## config.mk

```make
export PLATFORM = sky130hd
export DESIGN_NAME = rotary_input_top
export DESIGN_NICKNAME = d
export VERILOG_FILES = /design/src/design/rotary_pkg.sv /design/src/design/input_debouncer.sv /design/src/design/position_counter.sv /design/src/design/quadrature_decoder.sv /design/src/design/rotary_input_top.sv
export VERILOG_INCLUDE_DIRS = /design/src /design/src/design
export SDC_FILE = /design/constraint.sdc
export NUM_CORES = 1
export LEC_CHECK = 0
export BUFFER_PORTS_ARGS = -buffer_cell sky130_fd_sc_hd__buf_2
export CAP_MARGIN = 10
export CORE_ASPECT_RATIO = 0.6
export CORE_MARGIN = 3
export CORE_UTILIZATION = 55
export DETAILED_ROUTE_END_ITERATION = 10
export PLACE_DENSITY_LB_ADDON = 0.12
export SYNTH_ARGS = -nofsm -noshare
export SYNTH_HDL_FRONTEND = slang
export SYNTH_SLANG_ARGS = --single-unit
```

## constraint.sdc

```tcl
create_clock -name clk -period 2.6 [get_ports clk]
set_clock_uncertainty 0.1 [all_clocks]
set_input_delay 0.39 -clock clk [delete_from_list [all_inputs] [get_ports clk]]
set_output_delay 0.39 -clock clk [all_outputs]
set_load 0.02 [all_outputs]
```

## src/design/rotary_params.svh

```systemverilog
`ifndef ROTARY_PARAMS_SVH
`define ROTARY_PARAMS_SVH

////////////////////////////////////////////////////////////
// Rotary encoder input defaults
////////////////////////////////////////////////////////////

// Consecutive stable samples needed before a debounced line follows its input
// A value of zero leaves only the two-flop synchronizer in the path
`define ROT_DEBOUNCE_CYCLES 4

// Bit width of the signed position word
`define ROT_POS_WIDTH 8

// Position limits, both inclusive and both within the signed range of the width
`define ROT_POS_MIN (-20)
`define ROT_POS_MAX 20

`endif

```

## src/design/rotary_pkg.sv

```systemverilog
`default_nettype none

`include "rotary_params.svh"

package rotary_pkg;

	////////////////////////////////////////////////////////////
	// Step direction and position types
	////////////////////////////////////////////////////////////

	// Direction of a single detent step
	// Line A leading is clockwise and line B leading is counter-clockwise
	typedef enum logic {
		DIR_CW  = 1'b0,
		DIR_CCW = 1'b1
	} rot_dir_e;

	// Signed position, counts up clockwise and down counter-clockwise
	typedef logic signed [`ROT_POS_WIDTH-1:0] rot_pos_t;

	// Limits cast to the position type so comparisons stay signed
	localparam rot_pos_t POS_MIN = rot_pos_t'(`ROT_POS_MIN);
	localparam rot_pos_t POS_MAX = rot_pos_t'(`ROT_POS_MAX);

	// Single step size in the position type
	localparam rot_pos_t POS_STEP = rot_pos_t'(1);

endpackage

`default_nettype wire

```

## src/design/input_debouncer.sv

```systemverilog
`timescale 1ns/10ps
`default_nettype none

`include "rotary_params.svh"

module input_debouncer #(
	parameter int DEBOUNCE_CYCLES = `ROT_DEBOUNCE_CYCLES
) (
	input  logic clk,
	input  logic rst_n,
	input  logic enc_a,
	input  logic enc_b,
	input  logic enc_sw,
	output logic deb_a,
	output logic deb_b,
	output logic deb_sw
);

	// Number of raw lines handled here
	localparam int NUM_LINES = 3;

	// The counter only ever reaches DEBOUNCE_CYCLES - 1, so that many values need bits
	localparam int CNT_W = (DEBOUNCE_CYCLES > 1) ? $clog2(DEBOUNCE_CYCLES) : 1;

	// Lines packed so one generate loop covers all of them
	// Bit 0 is A, bit 1 is B and bit 2 is the switch
	logic [NUM_LINES-1:0] raw_vec;
	logic [NUM_LINES-1:0] deb_vec;

	assign raw_vec = {enc_sw, enc_b, enc_a};

	////////////////////////////////////////////////////////////
	// Per-line synchronizer and stability filter
	////////////////////////////////////////////////////////////

	for (genvar i = 0; i < NUM_LINES; i++) begin : g_line
		// Two-flop synchronizer, the raw pins are fully asynchronous
		logic [1:0] sync_q;

		// Released is high because of the external pull-ups
		always_ff @(posedge clk or negedge rst_n) begin
			if (!rst_n) begin
				sync_q <= 2'b11;
			end else begin
				sync_q <= {sync_q[0], raw_vec[i]};
			end
		end

		if (DEBOUNCE_CYCLES == 0) begin : g_bypass
			// No filtering requested, pass the synchronized level straight on
			assign deb_vec[i] = sync_q[1];
		end else begin : g_filter
			// Count value at which the mismatch has lasted the full window
			localparam logic [CNT_W-1:0] CNT_LAST = CNT_W'(DEBOUNCE_CYCLES - 1);

			logic [CNT_W-1:0] cnt_q;
			logic             state_q;
			logic             mismatch;

			// The synchronized level disagrees with what is currently presented
			assign mismatch = sync_q[1] ^ state_q;

			always_ff @(posedge clk or negedge rst_n) begin
				if (!rst_n) begin
					cnt_q   <= '0;
					state_q <= 1'b1;
				end else if (!mismatch) begin
					// Any agreeing cycle throws away the partial window
					cnt_q <= '0;
				end else if (cnt_q == CNT_LAST) begin
					// Disagreement held for DEBOUNCE_CYCLES cycles so accept it
					state_q <= sync_q[1];
					cnt_q   <= '0;
				end else begin
					cnt_q <= cnt_q + 1'b1;
				end
			end

			assign deb_vec[i] = state_q;
		end
	end

	// Still active low on the way out
	assign deb_a  = deb_vec[0];
	assign deb_b  = deb_vec[1];
	assign deb_sw = deb_vec[2];

endmodule

`default_nettype wire

```

## src/design/position_counter.sv

```systemverilog
`timescale 1ns/10ps
`default_nettype none

module position_counter import rotary_pkg::*; (
	input  logic     clk,
	input  logic     rst_n,
	input  logic     step_valid,
	input  rot_dir_e step_dir,
	input  logic     press,
	input  logic     wrap_en,
	output rot_pos_t position,
	output logic     at_limit
);

	// Current position sits on a limit
	logic at_max;
	logic at_min;

	// Neighbouring values of the current position
	rot_pos_t pos_inc;
	rot_pos_t pos_dec;

	// Value to be loaded on the coming edge
	rot_pos_t pos_next;

	// Limit flag belonging to pos_next
	logic at_limit_next;

	assign at_max  = (position >= POS_MAX);
	assign at_min  = (position <= POS_MIN);
	assign pos_inc = position + POS_STEP;
	assign pos_dec = position - POS_STEP;

	////////////////////////////////////////////////////////////
	// Next position
	////////////////////////////////////////////////////////////

	always_comb begin
		pos_next = position;
		if (press) begin
			// A press wins over any step arriving in the same cycle
			pos_next = '0;
		end else if (step_valid) begin
			if (step_dir == DIR_CW) begin
				if (!at_max) begin
					pos_next = pos_inc;
				end else if (wrap_en) begin
					// Past the top we come around at the bottom
					pos_next = POS_MIN;
				end else begin
					pos_next = POS_MAX;
				end
			end else begin
				if (!at_min) begin
					pos_next = pos_dec;
				end else if (wrap_en) begin
					pos_next = POS_MAX;
				end else begin
					// Saturate at the bottom
					pos_next = POS_MIN;
				end
			end
		end
	end

	// Flag derived from the next value so it lines up with the registered position
	assign at_limit_next = (pos_next == POS_MAX) || (pos_next == POS_MIN);

	////////////////////////////////////////////////////////////
	// Position and limit registers
	////////////////////////////////////////////////////////////

	always_ff @(posedge clk or negedge rst_n) begin
		if (!rst_n) begin
			position <= '0;
			at_limit <= 1'b0;
		end else begin
			position <= pos_next;
			at_limit <= at_limit_next;
		end
	end

endmodule

`default_nettype wire

```

## src/design/quadrature_decoder.sv

```systemverilog
`timescale 1ns/10ps
`default_nettype none

module quadrature_decoder import rotary_pkg::*; (
	input  logic     clk,
	input  logic     rst_n,
	input  logic     deb_a,
	input  logic     deb_b,
	input  logic     deb_sw,
	output logic     step_valid,
	output rot_dir_e step_dir,
	output logic     press
);

	// Active-high views of the debounced lines
	logic act_a;
	logic act_b;

	// Both lines released, which is the detent rest position
	logic marker;

	// Detent marker seen on the previous cycle
	logic marker_q;

	// Previous switch level, high when released
	logic sw_q;

	// One line left the detent on its own this cycle
	logic depart;

	assign act_a  = ~deb_a;
	assign act_b  = ~deb_b;
	assign marker = ~(act_a | act_b);

	// Both lines going active together gives no usable direction and is dropped
	assign depart = marker_q & (act_a ^ act_b);

	////////////////////////////////////////////////////////////
	// Step and press strobes
	////////////////////////////////////////////////////////////

	// Marker starts cleared so a line held active through reset yields no step
	always_ff @(posedge clk or negedge rst_n) begin
		if (!rst_n) begin
			marker_q   <= 1'b0;
			sw_q       <= 1'b1;
			step_valid <= 1'b0;
			press      <= 1'b0;
		end else begin
			marker_q   <= marker;
			sw_q       <= deb_sw;
			// Marker drops on the same edge, so the strobe lasts exactly one cycle
			step_valid <= depart;
			// Released to active transition of the switch
			press      <= sw_q & ~deb_sw;
		end
	end

	// The leading line sets the direction, only meaningful alongside step_valid
	always_ff @(posedge clk) begin
		if (depart) begin
			step_dir <= act_a ? DIR_CW : DIR_CCW;
		end
	end

endmodule

`default_nettype wire

```

## src/design/rotary_input_top.sv

```systemverilog
`timescale 1ns/10ps
`default_nettype none

module rotary_input_top import rotary_pkg::*; (
	input  logic     clk,
	input  logic     rst_n,
	input  logic     enc_a,
	input  logic     enc_b,
	input  logic     enc_sw,
	input  logic     wrap_en,
	output logic     step_valid,
	output rot_dir_e step_dir,
	output logic     press,
	output rot_pos_t position,
	output logic     at_limit
);

	// Debounced lines, still active low
	logic deb_a;
	logic deb_b;
	logic deb_sw;

	////////////////////////////////////////////////////////////
	// Stage 1, synchronize and debounce
	////////////////////////////////////////////////////////////

	input_debouncer u_input_debouncer (
		.clk    (clk),
		.rst_n  (rst_n),
		.enc_a  (enc_a),
		.enc_b  (enc_b),
		.enc_sw (enc_sw),
		.deb_a  (deb_a),
		.deb_b  (deb_b),
		.deb_sw (deb_sw)
	);

	// Stage 2 turns detent departures into steps and switch edges into presses
	quadrature_decoder u_quadrature_decoder (
		.clk        (clk),
		.rst_n      (rst_n),
		.deb_a      (deb_a),
		.deb_b      (deb_b),
		.deb_sw     (deb_sw),
		.step_valid (step_valid),
		.step_dir   (step_dir),
		.press      (press)
	);

	// Stage 3 keeps the position, strobes are also visible on the top outputs
	position_counter u_position_counter (
		.clk        (clk),
		.rst_n      (rst_n),
		.step_valid (step_valid),
		.step_dir   (step_dir),
		.press      (press),
		.wrap_en    (wrap_en),
		.position   (position),
		.at_limit   (at_limit)
	);

endmodule

`default_nettype wire

```

---- Word-level counts from Yosys, hierarchy flattened ----
Index checks and enable logic that the tools add are counted.
operators by class
  magnitude comparators ................... 2
  bitwise gates (word level) .............. 11
  shift-type cells ........................ 0
  add/sub/neg operators ................... 5
  muxes and demuxes ....................... 14
  reduce and logical (&&, ||, !) cells .... 4
  $mul .................................... 0
  equal/unequal tests ..................... 5
  divide/modulo/power cells ............... 0
operators by type and width
  cell                                                                              count
  8-bit two-way mux                                                                 7
  8-bit by 6-bit equality test with 1-bit output, second input constant             2
  2-bit two-way mux                                                                 6
  8-bit by 2-bit adder with 8-bit output, second input constant                     1
  8-bit by 6-bit >= comparator with 1-bit output, second input constant             1
  8-bit by 6-bit less-or-equal comparator with 1-bit output, second input constant  1
  8-bit by 2-bit subtractor with 8-bit output, second input constant                1
  2-bit by 1-bit adder with 2-bit output, second input constant                     3
  2-bit equality test, second input constant                                        3
  2-bit AND reduction                                                               3
  1-bit inverter                                                                    4
  1-bit bitwise XOR                                                                 4
  1-bit bitwise AND                                                                 2
  1-bit logical OR                                                                  1
  1-bit two-way mux                                                                 1
  1-bit bitwise OR                                                                  1
storage, ports and cells
  input bits .............................. 6
  output and inout port bits .............. 12
  word-level logic and storage cells ...... 57
  ROM bits ................................ 0
  memories ................................ 0
  register bits ........................... 29
  bits in latches ......................... 0
  RAM bits ................................ 0

---- Longest topological paths before layout ----
  word-level depth ........................ 7
  mapped depth ............................ 9

---- Modules after synthesis ----
A second synthesis with hierarchy kept.
unflattened totals
  cell total of the unflattened synthesis .. 161
  area, all modules ....................... 1641.6 um2
by module, submodules not included
  module              sequential area each (um2)  cells an instance  times used  area an instance (um2)
  position_counter    225.2                       123                1           944.7
  input_debouncer     386.6                       30                 1           533.0
  quadrature_decoder  131.4                       8                  1           163.9

---- Worst setup path before layout ----
OpenSTA, ideal clock, no wires.
  path type ............................... register to register
  start point ............................. reg u_position_counter.position[0]
  end point ............................... reg u_position_counter.at_limit
  stages on the path, launching flop included .. 10
  data arrival time ....................... 2265 ps
  path buffers ............................ 0
  clock period less this slack ............ 2442 ps
  data required time ...................... 2423 ps
  path slack .............................. 158 ps
  library setup time ...................... 77 ps
  cells stage by stage .................... dfrtp_1 inv_1 ha_1 nand3b_1 a22oi_2 a21oi_1 o211ai_1 nand2_1 or4_1 a21oi_1
on the way
  longest elaborated chain between the ends .. 7
  elaborated cells on any way between the ends .. 12
RTL lines
  element                                                         RTL line                                        text
  start: declaration                                              position_counter.sv:11                          output rot_pos_t position,
  start signal: assignment                                        position_counter.sv:78                          position <= pos_next;
  8-bit by 2-bit adder with 8-bit output (tied with other cells)  position_counter.sv:31                          assign pos_inc = position + POS_STEP;
  8-bit two-way mux, on equally long branches                     position_counter.sv:45, position_counter.sv:54
  8-bit two-way mux *                                             position_counter.sv:44                          if (step_dir == DIR_CW) begin
  8-bit two-way mux *                                             position_counter.sv:43                          end else if (step_valid) begin
  8-bit two-way mux *                                             position_counter.sv:40                          if (press) begin
  net u_position_counter.pos_next[5]                              position_counter.sv:24                          rot_pos_t pos_next;
  8-bit by 6-bit equality test with 1-bit output                  position_counter.sv:67                          assign at_limit_next = (pos_next == POS_MAX) || (pos_next == POS_MIN);
  1-bit logical OR *                                              position_counter.sv:67
  net u_position_counter.at_limit_next                            position_counter.sv:27                          logic at_limit_next;
  end signal: assignment                                          position_counter.sv:79                          at_limit <= at_limit_next;
  end: declaration                                                position_counter.sv:12                          output logic at_limit
The timed path passes the listed nets; every way through them passes the cells marked *.
A chain may end at the register's enable or synchronous reset.

---- Worst setup path after layout ----
  start point ............................. reg u_position_counter.position[2]
  end point ............................... reg u_position_counter.at_limit
The elaborated chain is that of the path after synthesis.

==> run metrics <==
io pins 18; routed via count 1362; most frequent cells in the layout 18 x dfrtp_1, 17 x buf_2, 10 x nand2_1, 10 x buf_4, 10 x dfstp_2; Fmax 0.4000 GHz; asr flop ratio synth a little over nine tenths; Largest delay share family, worst path simple AND/OR/NAND/NOR gates; Nets approximately 190; root buffer cell clkbuf_8; total wire length roughly 3800 um; # setup viols final 0; pwr/cell area 1226 nW/um2; first-pass GRT wire length approximately 6000 um; Core Util, Final between 70% and 80%; clk buf depth 2; outcome finished, final reports clean; Yosys cell types 49; vias in the first global route roughly 1200; DRC viols 0; GRT busiest layer met1; commonest non-fill, non-tap cell in the layout dfrtp_1; Worst setup SP type flip-flop; CP Capture Type flip-flop; Netlist Area Pre-Place 1595 um2; CP startpoint u_position_counter.position[2]; Crit Path Max Fanout 11; Starting Density about three fifths; Slew @ Worst Pin ~600 ps; critical path class reg2reg; number of DRC markers in iteration 0 227; Critical Path RT 2720 ps; CTS tree yes; clk sinks 29; vias per std cell roughly 6.4; min-delay worst type in2async; Initial DRT Pass Iterations 4; sequential fraction of the synthesis area between 40 and 50%; yosys warns 0; die area approximately 3600 um2; relative slew slack roughly three fifths; Critical Path AT 2620 ps; area growth from synthesis to final layout 16.55%; post-synthesis average cell area between 10 and 15 um2; leakage dissipation about 0.86 nW; cells along the critical path nand3b_1 > a22oi_2 > a21oi_1 > o211ai_1 > nand2_1 > or4_4 > a21oi_2; GR Util met3 10.27%; drt wl/cell about 18 um; row count 14; Post-Syn Instances around 160; Routed Antenna Nets 0; final worst path period need approximately 2500 ps; # fillers ~190; Final HPWL DP between 2000 and 3000 um; Top FF cell, synth dfrtp_1; Clk pin slew, worst setup/hold paths roughly 60 ps; Die W approximately 76 um; Ant. Diodes 0; Seq cells post-synth 29; layout cells sized above 1 approximately 32%; CP bufs+invs 0; hold_buf cts 0; final hold viol count 0; Skew-Pair Late Insertion Delay approximately 280 ps; CORE AREA 2628 um2; number of enable flip-flop cells after synthesis 1; Chip Height ~48 um; H-tree depth 2; Syn Nets between 150 and 200; final slew viol count 0; final period utilization a little over nine tenths; initial antenna violation count 0; met1 Use GR around 35%; hold slack between 2 and 2.5 ps; largest net degree at the start of global routing 29; Max VDD drop 0.6057 mV; number of buffers created by CTS 5; GRT Total Usage approximately a quarter; slowest CP cell dfrtp_1; launch point of the worst reg-to-reg path u_position_counter.position[2]; GRT overflow 0; routability cong. 0.9870; port bufs 17; crit-path max cell delay between 500 and 600 ps; met2 global-route usage a little under a third; maxcap violations 0
-- layer usage --
layer	routed length [um]	share of wire [%]
met5	0	0
met4	76	2.0
met3	466	12
met2	1527	40
met1	1725	45
-- final timing paths --
check / end / slack, ps / cells past startpoint
max: u_position_counter.at_limit / 100 / 7
min: u_input_debouncer.g_line[2].g_filter.cnt_q[1] / 2 / 1
max reg2reg: u_position_counter.at_limit / 100 / 7
min reg2reg: u_input_debouncer.g_line[0].sync_q[1] / 260 / 0
max in group asynchronous: u_position_counter.position[2] / 2010 / 1
min in group clk: u_input_debouncer.g_line[2].sync_q[0] / 100 / 1
-- cells in the mapped netlist, types with 2 or more instances --
cell / n / area, um2
dfrtp_1: 18 / 450.4
nand2_1: 10 / 37.54
inv_1: 8 / 30.03
a31o_2: 2 / 17.52
a311oi_1: 2 / 17.52
and3_1: 4 / 25.02
o31ai_1: 3 / 22.52
o211ai_1: 2 / 15.01
a41o_1: 2 / 20.02
a21oi_1: 5 / 25.02
nor2b_1: 6 / 37.54
clkbuf_1: 3 / 11.26
xnor2_1: 6 / 52.55
nor2_1: 9 / 33.78
ha_1: 7 / 87.58
nand4_1: 3 / 18.77
nand3_1: 6 / 30.03
nand3b_1: 2 / 15.01
a21o_1: 2 / 15.01
mux2_2: 3 / 33.78
dfstp_2: 10 / 262.8
buf_2: 3 / 15.01
nor3b_1: 2 / 15.01
nor3_1: 9 / 45.04
a211oi_1: 4 / 30.03
-- cell type report --
| class | count | area (um2) | area share, % |
|---|---|---|---|
| Timing Repair Buffer | 27 | 160.2 | 8.614 |
| Sequential cell | 29 | 743.2 | 39.97 |
| Inverter | 8 | 30.03 | 1.615 |
| Clock inverter | 2 | 13.76 | 0.7402 |
| Multi-Input combinational cell | 110 | 789.5 | 42.46 |
| Tap cell | 32 | 40.04 | 2.153 |
| Clock buffer | 6 | 82.58 | 4.441 |
-- cells by family after synthesis --
logic type / Yosys count / synth area share [%]
multiplexers: 4 / 3.058
XOR/XNOR: 6 / 3.294
flip-flops: 29 / 46.59
AND/OR/NAND/NOR: 59 / 20.08
AO/OA/AOI/OAI: 34 / 16.78
adder cells (fa/ha/maj): 7 / 5.490
buffers and inverters: 16 / 4.706
-- where the power goes --
group	leakage, nW	internal, mW	switching [mW]
Combinational	0.458	0.466	0.606
Sequential	0.352	0.627	0.190
Clock	0.0512	0.214	0.178
-- state kept, by name (all words and copies together) (netlist names) --
name,flops
u_quadrature_decoder.press,1
u_quadrature_decoder.step_valid,1
u_input_debouncer.g_line.g_filter.cnt_q,6
u_input_debouncer.g_line.sync_q,6
u_quadrature_decoder.marker_q,1
u_position_counter.position,8
u_input_debouncer.deb_sw,1
u_quadrature_decoder.step_dir,1
u_input_debouncer.deb_a,1
u_position_counter.at_limit,1
u_quadrature_decoder.sw_q,1
u_input_debouncer.deb_b,1
-- metrics by stage --
stage	area, um2	std cells	TNS, ps	setup slack [ps]	power [mW]
2_1_floorplan	1595	155	0	158.0	1.508
3_3_place_gp	1735	204	0	216.3	1.779
3_5_place_dp	1735	204	0	94.54	1.824
4_1_cts	1832	212	0	99.95	2.221
5_1_grt	1859	214	-18.87	-18.87	2.442
6_report	1859	214	0	100.2	2.280
-- timing repair --
action,4_1_cts,5_1_grt
gates resized for setup,0,3
endpoints found under the setup margin,0,1
setup buffers,0,2
No activity file was read; power rests on OpenSTA's default activity.
